### config.mk
export PLATFORM = sky130hd
export DESIGN_NAME = uart_rx_top
export DESIGN_NICKNAME = d
export VERILOG_FILES = /design/src/logic/uart_frame_pkg.sv /design/src/logic/uart_ctrl_pkg.sv /design/src/logic/rx_baud_timer.sv /design/src/logic/rx_control_fsm.sv /design/src/logic/rx_frame_shifter.sv /design/src/logic/rx_frame_check.sv /design/src/logic/rx_word_fifo.sv /design/src/logic/uart_rx_top.sv
export VERILOG_INCLUDE_DIRS = /design/src /design/src/logic
export SDC_FILE = /design/constraint.sdc
export NUM_CORES = 1
export LEC_CHECK = 0
export BUFFER_PORTS_ARGS = -buffer_cell sky130_fd_sc_hd__buf_2
export CORE_MARGIN = 8
export CORE_UTILIZATION = 55
export DETAILED_ROUTE_END_ITERATION = 7
export GPL_ROUTABILITY_DRIVEN = 1
export PLACE_DENSITY = 0.85
export SYNTH_ARGS = -nofsm -noshare
export SYNTH_HDL_FRONTEND = slang
export SYNTH_SLANG_ARGS = --single-unit
### constraint.sdc
create_clock -name Clk -period 2.05 [get_ports Clk]
set_input_delay 0.41 -clock Clk [delete_from_list [all_inputs] [get_ports Clk]]
set_output_delay 0.41 -clock Clk [all_outputs]
set_load 0.01 [all_outputs]
### src/logic/uart_rx_params.svh
`ifndef UART_RX_PARAMS_SVH
`define UART_RX_PARAMS_SVH

// Frame format of the serial line
`define UART_DATA_BITS 8 // One data word per frame, sent MSB first
`define UART_STOP_BITS 2 // Both stop bits are checked for the frame flag

// Start bit, data bits, even parity bit and stop bits
`define UART_FRAME_BITS (1 + `UART_DATA_BITS + 1 + `UART_STOP_BITS)

// Bit timing
`define UART_OVERSAMPLE 16 // Ticks per bit
// System clock over 16 times the baud rate, kept small so a bit is 64 cycles in simulation
`define UART_CLKS_PER_TICK 4

// Default number of words buffered between the receiver and the consumer
`define UART_FIFO_DEPTH 4

`endif

### src/logic/uart_frame_pkg.sv
`include "uart_rx_params.svh"

// Vector types for everything that describes a received frame
package uart_frame_pkg;

    // One received data word
    typedef logic [`UART_DATA_BITS-1:0] rx_data_t;

    // Raw frame as shifted in, the start bit ends up in the top bit
    // Below it sit the data bits MSB first, then parity, then the stop bits
    typedef logic [`UART_FRAME_BITS-1:0] rx_frame_t;

    // Error flags that travel with each word
    // Bit 0 is break, bit 1 parity, bit 2 frame and bit 3 overrun
    typedef logic [3:0] rx_err_t;

    // Number of frame bits taken so far
    typedef logic [3:0] rx_bitcnt_t; // Has to reach UART_FRAME_BITS without wrapping

endpackage

### src/logic/uart_ctrl_pkg.sv
// Types for the receive control path
package uart_ctrl_pkg;

    // Receiver sequence, one frame runs through every state once
    typedef enum logic [2:0] {
        IDLE,    // Waiting for the falling edge of a start bit
        RECEIVE, // Timer runs and the shifter collects bits
        CHECK,   // Checker registers the word and flags
        STORE,   // Word is pushed into the FIFO
        RECOVER  // Timer and shifter are cleared
    } rx_state_t;

    // Position of the current tick within one bit
    typedef logic [3:0] os_count_t;

endpackage

### src/logic/rx_baud_timer.sv
`timescale 1ns/1ps
`include "uart_rx_params.svh"

module rx_baud_timer (
    input  logic Clk,
    input  logic Rst,
    input  logic timer_en,  // Both counters run only while this is high
    output logic sample_stb // One cycle pulse in the middle of each bit
);
    import uart_ctrl_pkg::*;

    localparam int DIV_W = $clog2(`UART_CLKS_PER_TICK + 1);
    localparam logic [DIV_W-1:0] DIV_LAST = DIV_W'(`UART_CLKS_PER_TICK - 1);
    localparam os_count_t OS_LAST = os_count_t'(`UART_OVERSAMPLE - 1);
    // Tick number 8 of 16 when counting from one is count value 7
    localparam os_count_t OS_MID = os_count_t'(`UART_OVERSAMPLE / 2 - 1);

    logic [DIV_W-1:0] div_cnt; // Clock cycles within the current tick
    os_count_t        os_cnt;  // Ticks within the current bit
    logic             tick;

    // The divider restarts from zero on every enable, so the first tick
    // lands a fixed number of cycles after the start edge was seen
    assign tick = timer_en && (div_cnt == DIV_LAST);

    always_ff @(posedge Clk or posedge Rst) begin
        if (Rst) begin
            div_cnt <= '0;
        end else if (!timer_en || tick) begin
            div_cnt <= '0; // Held cleared while disabled
        end else begin
            div_cnt <= div_cnt + 1'b1;
        end
    end

    // Tick counter wraps once per bit
    always_ff @(posedge Clk or posedge Rst) begin
        if (Rst) begin
            os_cnt <= '0;
        end else if (!timer_en) begin
            os_cnt <= '0;
        end else if (tick) begin
            os_cnt <= (os_cnt == OS_LAST) ? '0 : os_cnt + 1'b1;
        end
    end

    // First strobe is half a bit after enable, which is the middle of the start bit
    assign sample_stb = tick && (os_cnt == OS_MID);

endmodule

### src/logic/rx_control_fsm.sv
`timescale 1ns/1ps

module rx_control_fsm (
    input  logic Clk,
    input  logic Rst,
    input  logic rxd,        // Serial line, idles high
    input  logic frame_done, // All frame bits have been sampled
    input  logic fifo_full,
    output logic timer_en,   // Runs the timer and the shifter
    output logic check_en,   // One cycle pulse to the checker
    output logic push,       // One cycle pulse to the FIFO
    output logic rts         // Sender may start a frame
);
    import uart_ctrl_pkg::*;

    rx_state_t state;
    rx_state_t state_nxt;

    always_ff @(posedge Clk or posedge Rst) begin
        if (Rst) begin
            state <= IDLE;
        end else begin
            state <= state_nxt;
        end
    end

    always_comb begin
        state_nxt = state;
        case (state)
            IDLE: begin
                // A low line in idle is taken as the start edge
                if (!rxd) begin
                    state_nxt = RECEIVE;
                end
            end
            RECEIVE: begin
                if (frame_done) begin
                    state_nxt = CHECK; // Shifter holds the frame from here on
                end
            end
            CHECK:   state_nxt = STORE;   // Checker registers during this cycle
            STORE:   state_nxt = RECOVER; // Checker outputs are valid for the push
            RECOVER: state_nxt = IDLE;
            default: state_nxt = IDLE;
        endcase
    end

    // Timer stays enabled up to the push so that the frame register holds still
    // It drops in RECOVER, which clears tick and bit counts before IDLE
    assign timer_en = (state == RECEIVE) || (state == CHECK) || (state == STORE);

    assign check_en = (state == CHECK);
    assign push     = (state == STORE);

    // Busy or out of buffer space means the sender has to wait
    assign rts = (state == IDLE) && !fifo_full;

endmodule

### src/logic/rx_frame_shifter.sv
`timescale 1ns/1ps
`include "uart_rx_params.svh"

module rx_frame_shifter (
    input  logic                      Clk,
    input  logic                      Rst,
    input  logic                      timer_en,   // Low clears the frame and the count
    input  logic                      sample_stb, // Mid-bit strobe from the timer
    input  logic                      rxd,
    output uart_frame_pkg::rx_frame_t frame,
    output logic                      frame_done  // Stays high until timer_en drops
);
    import uart_frame_pkg::*;

    localparam rx_bitcnt_t BITS_LAST = rx_bitcnt_t'(`UART_FRAME_BITS);

    rx_bitcnt_t bit_cnt; // Bits taken in the current frame

    // Each new bit enters at the bottom
    // After a full frame the first bit received sits in the top position
    always_ff @(posedge Clk or posedge Rst) begin
        if (Rst) begin
            frame   <= '0;
            bit_cnt <= '0;
        end else if (!timer_en) begin
            frame   <= '0;
            bit_cnt <= '0;
        end else if (sample_stb && !frame_done) begin
            frame   <= {frame[`UART_FRAME_BITS-2:0], rxd};
            bit_cnt <= bit_cnt + 1'b1;
        end
    end

    // Strobes that arrive after the last stop bit leave the frame untouched
    assign frame_done = (bit_cnt == BITS_LAST);

endmodule

### src/logic/rx_frame_check.sv
`timescale 1ns/1ps
`include "uart_rx_params.svh"

module rx_frame_check (
    input  logic                      Clk,
    input  logic                      Rst,
    input  logic                      check_en, // One cycle pulse while the frame is held
    input  uart_frame_pkg::rx_frame_t frame,
    output uart_frame_pkg::rx_data_t  data_word,
    output uart_frame_pkg::rx_err_t   err_flags
);
    import uart_frame_pkg::*;

    localparam int STOP = `UART_STOP_BITS;

    rx_data_t   data_bits;
    logic       parity_bit;
    logic [2:0] flags_q;   // Frame, parity and break from top to bottom

    // Data sits just below the start bit, parity just above the stop bits
    assign data_bits  = frame[`UART_FRAME_BITS-2 -: `UART_DATA_BITS];
    assign parity_bit = frame[STOP];

    always_ff @(posedge Clk) begin
        if (check_en) begin
            data_word <= data_bits;
        end
    end

    always_ff @(posedge Clk or posedge Rst) begin
        if (Rst) begin
            flags_q <= '0;
        end else if (check_en) begin
            flags_q[0] <= (frame == '0);                  // Line held low for the whole frame
            flags_q[1] <= (parity_bit != ^data_bits);     // Even parity over data and parity bit
            flags_q[2] <= (frame[STOP-1:0] != {STOP{1'b1}}); // Some stop bit was low
        end
    end

    // Overrun is known only to the FIFO, which sets it when the word is stored
    assign err_flags = {1'b0, flags_q};

endmodule

### src/logic/rx_word_fifo.sv
`timescale 1ns/1ps
`include "uart_rx_params.svh"

// Depth must be a power of two and at least two
module rx_word_fifo #(
    parameter int DEPTH = `UART_FIFO_DEPTH
) (
    input  logic                     Clk,
    input  logic                     Rst,
    input  logic                     push,
    input  uart_frame_pkg::rx_data_t data_word,
    input  uart_frame_pkg::rx_err_t  err_flags,
    output logic                     full,
    output logic                     out_valid,
    input  logic                     out_ready,
    output uart_frame_pkg::rx_data_t out_data,
    output uart_frame_pkg::rx_err_t  out_err
);
    import uart_frame_pkg::*;

    localparam int AW = $clog2(DEPTH);

    rx_data_t   data_mem [DEPTH];
    rx_err_t    err_mem  [DEPTH];
    logic [AW:0] wr_ptr;  // Top bit flips on every wrap
    logic [AW:0] rd_ptr;
    logic       overrun; // A word was dropped since the last store
    logic       do_push;
    logic       do_pop;

    // Same index with different wrap bits means the writer is a full lap ahead
    assign full      = (wr_ptr[AW] != rd_ptr[AW]) && (wr_ptr[AW-1:0] == rd_ptr[AW-1:0]);
    assign out_valid = (wr_ptr != rd_ptr);
    assign do_push   = push && !full;
    assign do_pop    = out_valid && out_ready;

    // Head entry cannot be overwritten while valid, so the output holds until taken
    assign out_data = data_mem[rd_ptr[AW-1:0]];
    assign out_err  = err_mem[rd_ptr[AW-1:0]];

    always_ff @(posedge Clk) begin
        if (do_push) begin
            data_mem[wr_ptr[AW-1:0]] <= data_word;
            err_mem[wr_ptr[AW-1:0]]  <= {err_flags[3] | overrun, err_flags[2:0]};
        end
    end

    always_ff @(posedge Clk or posedge Rst) begin
        if (Rst) begin
            wr_ptr  <= '0;
            rd_ptr  <= '0;
            overrun <= 1'b0;
        end else begin
            if (do_push) begin
                wr_ptr <= wr_ptr + 1'b1;
            end
            if (do_pop) begin
                rd_ptr <= rd_ptr + 1'b1;
            end
            if (push && full) begin
                overrun <= 1'b1; // Remembered until the next word goes in
            end else if (do_push) begin
                overrun <= 1'b0; // Flag now travels with the stored word
            end
        end
    end

endmodule

### src/logic/uart_rx_top.sv
`timescale 1ns/1ps
`include "uart_rx_params.svh"

// The line is expected to arrive already synchronized to Clk
module uart_rx_top (
    input  logic                     Clk,
    input  logic                     Rst,
    input  logic                     rxd,
    output logic                     rts,
    output logic                     out_valid,
    input  logic                     out_ready,
    output uart_frame_pkg::rx_data_t out_data,
    output uart_frame_pkg::rx_err_t  out_err
);
    import uart_frame_pkg::*;

    logic      timer_en;
    logic      sample_stb;
    logic      frame_done;
    rx_frame_t frame;
    logic      check_en;
    logic      push;
    logic      fifo_full;
    rx_data_t  data_word;
    rx_err_t   err_flags;

    rx_control_fsm fsm_i (
        .Clk        (Clk),
        .Rst        (Rst),
        .rxd        (rxd),
        .frame_done (frame_done),
        .fifo_full  (fifo_full),
        .timer_en   (timer_en),
        .check_en   (check_en),
        .push       (push),
        .rts        (rts)
    );

    rx_baud_timer timer_i (
        .Clk        (Clk),
        .Rst        (Rst),
        .timer_en   (timer_en),
        .sample_stb (sample_stb)
    );

    rx_frame_shifter shifter_i (
        .Clk        (Clk),
        .Rst        (Rst),
        .timer_en   (timer_en),
        .sample_stb (sample_stb),
        .rxd        (rxd),
        .frame      (frame),
        .frame_done (frame_done)
    );

    rx_frame_check check_i (
        .Clk       (Clk),
        .Rst       (Rst),
        .check_en  (check_en),
        .frame     (frame),
        .data_word (data_word),
        .err_flags (err_flags)
    );

    rx_word_fifo #(
        .DEPTH (`UART_FIFO_DEPTH)
    ) fifo_i (
        .Clk       (Clk),
        .Rst       (Rst),
        .push      (push),
        .data_word (data_word),
        .err_flags (err_flags),
        .full      (fifo_full),
        .out_valid (out_valid),
        .out_ready (out_ready),
        .out_data  (out_data),
        .out_err   (out_err)
    );

endmodule

==> flow_summary.json, run 1 <==
{
  "grt-ovfl-total": 0,
  "fillers": 458,
  "cts_buffers": 9,
  "p_sw_w": 0.000695,
  "worst-path-stages": 3,
  "cts_tree": "built",
  "cts.path.max_buffers": 2,
  "antenna_found_initial": 0,
  "clock.fmax_mhz": 490,
  "cts.htree.levels": 3,
  "place_area_mm2": 0.00403,
  "design_area_mm2": 0.00430,
  "rrSetupSlack_ns": 0.37,
  "syn_area_mm2": 0.00384,
  "portBuffers": 17,
  "grt_pass1_wl_um": 9340,
  "finalSetupViolations": 0,
  "cts_hold_buf": 0,
  "hold_class": "input pin to asynchronous set/reset pin",
  "placed_cells": 349,
  "cp_cell_sequence": "buf_12, mux4_2, buf_6",
  "synth_flop_cell": "edfxtp_1",
  "worst_ep_required_time_ns": 1.64,
  "peakVddDrop_uv": 351,
  "powerDensity_mw_per_mm2": 725,
  "async_flop_share": 0.391,
  "grt_max_degree": 37,
  "die-height_um": 99.6,
  "p_int_w": 0.00242,
  "ys_warn_count": 0,
  "synth_seq_cells": 92,
  "core_area_mm2": 0.00679,
  "power_frac_seq": 0.625,
  "detail_route.first_pass.iterations": 4,
  "maxCapViolCount": 0,
  "synth_edf_count": 56,
  "synthCells": 237,
  "area_growth_pct": 12.0,
  "die_w_um": 99.6,
  "routedWlPerCell_um": 15.4,
  "grt_pass1_vias": 1967,
  "yosysUniqueCellTypes": 44,
  "route.vias.total": 1939,
  "max_stage_delay_ns": 0.52,
  "wirelength_um": 5640,
  "slowest_stage": "mux4_2",
  "leakagePower_nw": 1.47,
  "die-area_mm2": 0.00991,
  "combPwrFrac": 0.007,
  "drt_iter0_drc": 71,
  "setup_tns_ns": 0,
  "seq_area_frac_synth": 0.672,
  "critPathLaunch": "fifo_i.rd_ptr[0]",
  "cp-end-kind": "primary output",
  "final_layout_size_suffix_gt1_frac": 0.252,
  "drc_errors": 0,
  "instances_no_fill": 366,
  "worst_slew_pin_slew_ns": 0.456,
  "relSlewSlack": 0.696,
  "cts.sinks": 92,
  "status": "finished, final reports clean",
  "crit_fanout": 12,
  "gp_routability_congestion": 0.753,
  "r2r-end": "fifo_i.data_mem[0][5]",
  "diodes": 0,
  "dp_hpwl_um": 3860,
  "insertion_delay_ns": 0.36,
  "total_power_w": 0.00312,
  "finalHoldViolCount": 0,
  "start_kind": "flip-flop",
  "clkPwrFrac": 0.368,
  "critPathBufInv": 2,
  "crit_family": "multiplexers",
  "r2r-start": "fsm_i.state[2]",
  "nNetsFinal": 279,
  "start_util": 0.565,
  "min_period_ns": 2.04,
  "critPathArrivalTime_ns": 1.63,
  "finalCritPeriodShare": 0.995,
  "sw_frac_of_total": 0.223,
  "worst-r2r-cell-count": 4,
  "path_class": "flip-flop to primary output",
  "synth_nets": 251,
  "grt.total_usage": 0.122,
  "place_worst_setup_slack_ns": 0.287,
  "io_pins": 18,
  "clockRootBuffer": "clkbuf_8",
  "fp-row-count": 30,
  "ant_nets": 0,
  "finalClockSkew_ns": 0.0138,
  "critPathCapture": "out_data[2]",
  "layout_setup_ws_ns": 0.0107,
  "vias_per_cell": 5.30,
  "clk_pin_slew_worst_paths_ns": 0.10,
  "final_max_slew_viol_count": 0,
  "rsz0062_at_grt": "true",
  "syn_avg_cell_area_um2": 16.2
}
==> power by group through the flow <==
stage	clock network [W]	logic [W]	registers, W
2_1_floorplan	0	0.0000123	0.00199
3_3_place_gp	0	0.0000217	0.00199
3_5_place_dp	0	0.0000223	0.00199
4_1_cts	0.00118	0.0000223	0.00195
5_1_grt	0.00124	0.0000250	0.00195
6_report	0.00115	0.0000208	0.00195
==> Yosys cell counts, types with 3 or more instances <==
cell type	number	area (um^2)
nor2_1	23	86.3
ha_1	10	125
and2_1	3	18.8
o21ai_0	3	15.0
inv_1	9	33.8
mux4_2	12	270
a21oi_1	4	20.0
xnor2_1	12	105
dfrtp_1	36	901
nor4_1	4	25.0
xor2_1	4	35.0
nand2_1	9	33.8
mux2i_1	14	140
nand3_1	4	20.0
edfxtp_1	56	1680
==> metal layers <==
layer / track usage / share of wire / up-vias
met4: 0.0733 / 0.024 / 0
met1: 0.143 / 0.43 / 971
li1: - / - / 921
met3: 0.0272 / 0.035 / 12
met5: 0 / 0 / -
met2: 0.202 / 0.51 / 35
==> per-stage QoR <==
stage	hold slack, ns	utilization
global route	0.172	0.633
CTS	0.138	0.626
floorplan	0.413	-
finish	0.128	0.633
detailed placement	0.443	0.594
global placement	0.426	0.594
==> placed cells by master (no fill, tap or decap), types with 10 or more instances in the layout <==
cell type / synthesis / layout
xnor2_1: 12 / 10
buf_2: 1 / 10
mux2i_1: 14 / 14
ha_1: 10 / 10
mux4_2: 12 / 12
nor2_1: 23 / 23
dfrtp_1: 36 / 34
edfxtp_1: 56 / 56
==> cells by family (layout without fill, tap and decap cells) <==
group	count (synthesis)	count (layout)	synth area share
AND/OR/NAND/NOR	58	58	0.0795
adder cells (fa/ha/maj)	10	10	0.0326
buffers and inverters	18	51	0.0309
XOR/XNOR	19	19	0.0508
AO/OA/AOI/OAI	13	13	0.0241
multiplexers	27	27	0.110
flip-flops	92	92	0.672
==> cell type report <==
class,instances,area [um^2],share of cell area
multi-input cells,127,1160,0.270
repair buffers,26,209,0.0486
well taps,96,120,0.0279
inverters,9,33.8,0.00785
flip-flops and latches,92,2580,0.601
clock inverters,7,70.1,0.0163
clock buffers,9,124,0.0288
==> worst min-delay path by stage <==
stage,cells past startpoint,endpoint,startpoint,slack [ns]
3_5_place_dp,1,timer_i.div_cnt[0],timer_i.div_cnt[0],0.44
2_1_floorplan,1,timer_i.div_cnt[0],timer_i.div_cnt[0],0.41
6_report,3,fifo_i.rd_ptr[2],Rst,0.13
5_1_grt,3,fifo_i.rd_ptr[2],Rst,0.17
3_3_place_gp,1,timer_i.div_cnt[0],timer_i.div_cnt[0],0.43
4_1_cts,3,fifo_i.rd_ptr[2],Rst,0.14
==> state kept, by name, indices dropped and copies added, names as in the netlist <==
register,flops
fifo_i.overrun,1
fifo_i.data_mem,32
fifo_i.err_mem,16
timer_i.os_cnt,4
fifo_i.rd_ptr,3
fsm_i.state,3
check_i.data_word,8
fifo_i.wr_ptr,3
timer_i.div_cnt,3
check_i.flags_q,3
shifter_i.bit_cnt,4
shifter_i.frame,12
==> repair_timing <==
action                                 CTS  global route
setup endpoints to repair               13            13
resized for setup                        3             9
setup buffers                            1             0
endpoints found under the hold margin    0             0
==> tightest hold or removal path: cells and delay by family <==
family,cells,cell delay (ns)
buf+inv,3,0.52
No activity file was read; power rests on OpenSTA's default activity.
==> run 2: changes to the inputs <==
--- a/config.mk
+++ b/config.mk
@@ -6,6 +6,7 @@
 export SDC_FILE = /design/constraint.sdc
 export NUM_CORES = 1
 export LEC_CHECK = 0
+export ABC_AREA = 1
 export BUFFER_PORTS_ARGS = -buffer_cell sky130_fd_sc_hd__buf_2
 export CORE_MARGIN = 8
 export CORE_UTILIZATION = 55
==> run 2 against run 1 <==
Against the previous run:
- sequential power increased by 5%
- routed wire length up 18%
- fmax is 3.5% higher
- via count increased by 28%
- sequential share of layout area up 0.12 points
- final area is 0.20% lower
- critical path depth grew 1
- global-route usage increased by 2.0 points
- synthesized area increased by 0.16%
- largest power group unchanged
==> flow_summary.json, run 2 <==
{
  "worst_slew_pin_slew_ns": 0.448,
  "crit_fanout": 22,
  "rrSetupSlack_ns": 0.42,
  "syn_avg_cell_area_um2": 11.4,
  "die-height_um": 99.6,
  "crit_family": "flip-flops",
  "path_class": "flip-flop to primary output",
  "critPathBufInv": 2,
  "maxCapViolCount": 0,
  "syn_area_mm2": 0.00385,
  "vias_per_cell": 5.31,
  "synth_top_area_cell": "edfxtp_1",
  "r2r-start": "fifo_i.rd_ptr[0]",
  "cts.sinks": 92,
  "drc_errors": 0,
  "synth_nets": 351,
  "synth_area_leaders": "edfxtp_1 (44%), dfrtp_1 (23%), o21ai_0 (4.4%)",
  "clk_pin_slew_worst_paths_ns": 0.10,
  "worst-r2r-cell-count": 5,
  "drt_iter0_drc": 130,
  "powerDensity_mw_per_mm2": 946,
  "critPathLaunch": "fifo_i.rd_ptr[0]",
  "clock.fmax_mhz": 507,
  "yosys.area.top_type_share": 0.437,
  "cts_buffers": 9,
  "critPathArrivalTime_ns": 1.56,
  "multi_input_area_mm2": 0.00105,
  "finalHoldViolCount": 0,
  "peakVddDrop_uv": 350,
  "antenna_found_initial": 0,
  "detail_route.first_pass.iterations": 5,
  "ant_nets": 0,
  "diodes": 0,
  "die-area_mm2": 0.00993,
  "grt.total_usage": 0.142,
  "dp_hpwl_um": 4650,
  "largest_reg_flops": 32,
  "grt_pass1_vias": 2434,
  "start_util": 0.566,
  "fillers": 507,
  "cts_tree": "built",
  "finalSetupViolations": 0,
  "seq_area_mm2": 0.00258,
  "final_layout_size_suffix_gt1_frac": 0.159,
  "nNetsFinal": 380,
  "cts_setup_buffers": 0,
  "grt_pass1_wl_um": 11200,
  "leakagePower_nw": 1.61,
  "cp_cell_sequence": "buf_6, o21ai_0, o22ai_1, buf_2",
  "place_area_mm2": 0.00408,
  "instances_no_fill": 467,
  "fp-row-count": 30,
  "slowest_stage": "dfrtp_2",
  "gp_routability_congestion": 0.821,
  "mostFrequentLayoutCell": "edfxtp_1",
  "area_growth_pct": 11.6,
  "wirelength_um": 6630,
  "post-synth-top-count-cell": "edfxtp_1",
  "grt-ovfl-total": 0,
  "final_core_util": 0.632,
  "relSlewSlack": 0.701,
  "synthCells": 337,
  "routedWlPerCell_um": 14.2,
  "grt_max_degree": 37,
  "cts.path.max_buffers": 2,
  "start_kind": "flip-flop",
  "worst_ep_required_time_ns": 1.64,
  "design_area_mm2": 0.00429,
  "setup_tns_ns": 0,
  "synth_flop_cell": "edfxtp_1",
  "worst-path-stages": 4,
  "die_w_um": 99.6,
  "finalClockSkew_ns": 0.0159,
  "layout_setup_ws_ns": 0.0790,
  "rsz0062_at_grt": "true",
  "final_max_slew_viol_count": 0,
  "finalCritPeriodShare": 0.961,
  "synth_edf_count": 56,
  "hold_class": "input pin to asynchronous set/reset pin",
  "seq_area_frac_synth": 0.671,
  "placed_cells": 451,
  "clockRootBuffer": "clkbuf_8",
  "yosysUniqueCellTypes": 31,
  "portBuffers": 17,
  "place_worst_setup_slack_ns": 0.350,
  "layout_common_cells": "edfxtp_1 (56), nor2_1 (41), inv_1 (38), nand2_1 (37)",
  "synth_seq_cells": 92,
  "critPathCapture": "out_data[0]",
  "core_area_mm2": 0.00679,
  "io_pins": 18,
  "cp-end-kind": "primary output",
  "cts.htree.levels": 3,
  "async_flop_share": 0.391,
  "r2r-end": "fifo_i.data_mem[3][4]",
  "max_stage_delay_ns": 0.48,
  "yosys-top-cells-count": "edfxtp_1 (56), nor2_1 (41), inv_1 (40)",
  "insertion_delay_ns": 0.36,
  "route.vias.total": 2480,
  "ys_warn_count": 0,
  "min_period_ns": 1.97,
  "status": "finished, final reports clean"
}
## run 2: changes by cell type after synthesis, sizes merged, moves of 3 or more
cell,change
inv,+34
nand3,+13
o21ai,+31
mux4,-12
nand2,+31
o22ai,+23
and2,-4
mux2i,-14
a21oi,+3
xnor2,-10
nor2,+20
## run 2: cell families after synthesis
group / Yosys count / synth area share
buffers and inverters: 53 / 0.0569
adders and majority gates: 10 / 0.0325
xor gates and xnor gates: 6 / 0.0137
and+or+nand+nor: 109 / 0.127
DFF: 92 / 0.671
AOI/OAI and AO/OA: 67 / 0.0985
## run 2: report_power, final
| group | leakage [nW] | internal [W] | switching [W] |
|---|---|---|---|
| registers | 0.806 | 0.00198 | 0.0000554 |
| logic | 0.694 | 0.000291 | 0.000486 |
| clock network | 0.105 | 0.000585 | 0.000664 |
| total | 1.61 | 0.00286 | 0.00121 |
## run 2: worst min path at each step
stage,start,to,slack [ns],depth (start not counted)
finish,Rst,fifo_i.wr_ptr[1],0.13,3
global route,Rst,fifo_i.wr_ptr[1],0.16,3
CTS,Rst,fifo_i.wr_ptr[1],0.14,3
detailed placement,timer_i.div_cnt[0],timer_i.div_cnt[0],0.45,1
global placement,timer_i.div_cnt[0],timer_i.div_cnt[0],0.42,1
floorplan,timer_i.div_cnt[0],timer_i.div_cnt[0],0.41,1
## run 2: layout make-up
class,instances,area share
flip-flops and latches,92,0.602
clock inverters,7,0.0192
repair buffers,27,0.0390
well taps,96,0.0280
clock buffers,9,0.0288
inverters,44,0.0393
multi-input cells,192,0.244
## run 2: metal layers
layer  GRT usage  wire (um)  vias up
met3      0.0370        246       12
met2       0.240       3420       36
met4      0.0687        115        0
li1            -          -     1218
met1       0.166       2850     1214
met5           0          0        -
## run 2: what timing repair did
action / in CTS / in global routing
resized for setup: 2 / 5
hold buffers: 0 / 0
endpoints found under the setup margin: 9 / 13
## run 2: worst register-to-register path, cell delays in order (launching register included)
cell	delay [ns]
dfrtp_2	0.48
xnor2_1	0.18
nand3_1	0.15
nand2_2	0.13
nor2_1	0.15
buf_4	0.24
## run 2: per-stage QoR
stage	total power (W)	hold slack, ns
after CTS	0.00407	0.140
after global routing	0.00425	0.161
final	0.00406	0.126
after floorplan	0.00255	0.410
after global placement	0.00278	0.421
after detailed placement	0.00283	0.449
==> run 3: changes to the inputs <==
--- a/config.mk
+++ b/config.mk
@@ -9,10 +9,11 @@
 export ABC_AREA = 1
 export BUFFER_PORTS_ARGS = -buffer_cell sky130_fd_sc_hd__buf_2
 export CORE_MARGIN = 8
-export CORE_UTILIZATION = 55
+export CORE_UTILIZATION = 54
 export DETAILED_ROUTE_END_ITERATION = 7
 export GPL_ROUTABILITY_DRIVEN = 1
-export PLACE_DENSITY = 0.85
+export PLACE_DENSITY = 0.83
 export SYNTH_ARGS = -nofsm -noshare
 export SYNTH_HDL_FRONTEND = slang
+export SYNTH_HIERARCHICAL = 1
 export SYNTH_SLANG_ARGS = --single-unit
==> run 3 against run 2 <==
Against the previous run:
- final cell count rose by 13%
- non-clock buffer count rose by 5
- worst hold slack improved by 0.19 ns
- total power fell by 22%
- synthesized cell count rose by 15%
- routed wire length rose by 9.3%
- sequential share of layout area fell by 3.8 points
- critical path type unchanged
- highest routed layer unchanged
==> flow_summary.json, run 3 <==
{
  "grt_pass1_wl_um": 12100,
  "detail_route.first_pass.iterations": 4,
  "cp-end-kind": "primary output",
  "insertion_delay_ns": 0.36,
  "start_util": 0.543,
  "cts.htree.levels": 3,
  "synth_nets": 403,
  "io_pins": 18,
  "routed-wl-met2_um": 3690,
  "leakagePower_nw": 1.84,
  "async_flop_share": 0.391,
  "min_period_ns": 1.97,
  "portBuffers": 17,
  "relSlewSlack": 0.614,
  "seq_area_frac_synth": 0.628,
  "finalCritPeriodShare": 0.961,
  "path_class": "flip-flop to primary output",
  "gp_routability_congestion": 0.801,
  "wl_met1_um": 3200,
  "post-synth-top-count-cell": "nand2_1",
  "die_w_um": 103,
  "vias_per_cell": 5.16,
  "synth_top_area_cell": "edfxtp_1",
  "cts.sinks": 92,
  "nNetsFinal": 434,
  "powerDensity_mw_per_mm2": 693,
  "rsz0062_at_grt": "false",
  "grt.total_usage": 0.146,
  "worst_ep_required_time_ns": 1.64,
  "clk_pin_slew_worst_paths_ns": 0.10,
  "cts_buffers": 9,
  "critPathCapture": "out_err[0]",
  "diodes": 0,
  "synth_edf_count": 56,
  "cts.path.max_buffers": 2,
  "synthCells": 389,
  "drc_errors": 0,
  "grt_pass1_vias": 2596,
  "die-area_mm2": 0.0107,
  "critPathArrivalTime_ns": 1.56,
  "antenna_found_initial": 0,
  "yosys-top-cells-count": "nand2_1 (73), edfxtp_1 (56), nor2_1 (40)",
  "seq_area_mm2": 0.00259,
  "yosys.area.top_type_share": 0.409,
  "drt_iter0_drc": 114,
  "final_max_slew_viol_count": 0,
  "grt_max_degree": 27,
  "clock.fmax_mhz": 507,
  "yosysUniqueCellTypes": 37,
  "hold_class": "input pin to flip-flop",
  "top_layer_used": "met4",
  "ys_warn_count": 6,
  "crit_fanout": 26,
  "r2r-end": "shifter_i/bit_cnt[1]",
  "die-height_um": 103,
  "fp-row-count": 32,
  "route.vias.total": 2718,
  "worst_slew_pin_slew_ns": 0.579,
  "place_worst_setup_slack_ns": 0.325,
  "routedWlPerCell_um": 13.8,
  "critPathLaunch": "fifo_i/rd_ptr[0]",
  "clockRootBuffer": "clkbuf_8",
  "cts_tree": "built",
  "finalClockSkew_ns": 0.0154,
  "finalSetupViolations": 0,
  "ant_nets": 0,
  "syn_area_mm2": 0.00411,
  "r2r-start": "timer_i/div_cnt[0]",
  "layout_setup_ws_ns": 0.0794,
  "layout_common_cells": "nand2_1 (73), edfxtp_1 (56), nor2_1 (40), inv_1 (39), dfrtp_1 (33)",
  "status": "finished, final reports clean",
  "worst-r2r-cell-count": 8,
  "synth_area_leaders": "edfxtp_1 (41%), dfrtp_1 (22%), nand2_1 (6.7%)",
  "start_kind": "flip-flop",
  "fillers": 573,
  "area_growth_pct": 11.6,
  "final_layout_size_suffix_gt1_frac": 0.188,
  "core_area_mm2": 0.00757,
  "synth_flop_cell": "edfxtp_1",
  "peakVddDrop_uv": 444,
  "setup_tns_ns": 0,
  "largest_reg_flops": 32,
  "finalHoldViolCount": 0,
  "mostFrequentLayoutCell": "nand2_1",
  "synth_seq_cells": 92,
  "multi_input_area_mm2": 0.00129,
  "syn_avg_cell_area_um2": 10.6,
  "wirelength_um": 7250,
  "rrSetupSlack_ns": 0.33,
  "maxCapViolCount": 0,
  "met3_length_um": 265,
  "grt-ovfl-total": 0,
  "dp_hpwl_um": 4830
}
-- run 3: cell count changes after synthesis, moves of 4 or more --
cell | previous run | this run
nand3_1 | 17 | 26
o22ai_1 | 23 | 12
nand2_2 | 3 | 8
o21ai_2 | 0 | 4
nand2_1 | 37 | 73
nand3_2 | 0 | 4
-- run 3: logic make-up (layout without fill, tap and decap cells) --
group / after synthesis / in the layout / share of synthesized area
buffers and inverters: 55 / 91 / 0.0581
DFF: 92 / 92 / 0.628
AOI/OAI and AO/OA: 53 / 53 / 0.0731
other: 1 / 1 / 0.000912
adders and majority gates: 10 / 10 / 0.0304
and+or+nand+nor: 173 / 173 / 0.198
xor gates and xnor gates: 5 / 5 / 0.0107
-- run 3: per-stage QoR --
step | hold WS, ns | instance area (um^2) | power (W) | cells | utilization
global placement | 0.326 | 4320 | 0.00201 | 505 | 0.570
floorplan | 0.164 | 4110 | 0.00201 | 389 | -
detailed placement | 0.338 | 4320 | 0.00201 | 505 | 0.570
finish | 0.321 | 4590 | 0.00318 | 527 | 0.606
CTS | 0.306 | 4550 | 0.00320 | 524 | 0.602
global route | 0.340 | 4590 | 0.00327 | 527 | 0.606
-- run 3: power by group --
group	internal [W]	switching (W)	total, W
sequential	0.00195	0.00000129	0.00195
combinational	0.00000508	0.0000185	0.0000236
clock	0.000489	0.000717	0.00121
-- run 3: repair_timing --
item                                   in CTS  in global routing
endpoints found under the hold margin       6                  0
setup endpoints to repair                   2                  1
pin swaps                                   0                  0
cloned                                      0                  0
resized for setup                           4                  5
setup buffers                               2                  3
hold buffers                                1                  0
-- run 3: worst max-delay path: stages (launching register included) --
cell     delay [ns]
dfrtp_2        0.46
buf_6          0.23
o21ai_0        0.13
o22ai_1        0.21
buf_2          0.17
-- run 3: cell type report --
cell class,count,area share
inverters,43,0.0379
well taps,102,0.0278
clock inverters,7,0.0169
clock buffers,9,0.0270
repair buffers,32,0.0445
flip-flops and latches,92,0.564
multi-input cells,242,0.282
-- run 3: layer usage --
metal | vias up | GRT usage
li1 | 1367 | -
met1 | 1285 | 0.188
met2 | 57 | 0.242
met3 | 9 | 0.0228
met4 | 0 | 0.0634
met5 | - | 0
-- run 3: worst min-delay path by stage --
stage                     startpoint                  to  depth (start not counted)
after floorplan                  Rst  check_i/flags_q[0]                          1
after global placement           Rst      fsm_i/state[2]                          2
after detailed placement         Rst      fsm_i/state[2]                          2
after CTS                        rxd  shifter_i/frame[0]                          3
after global routing       out_ready    fifo_i/rd_ptr[0]                          3
final                            rxd  shifter_i/frame[0]                          3
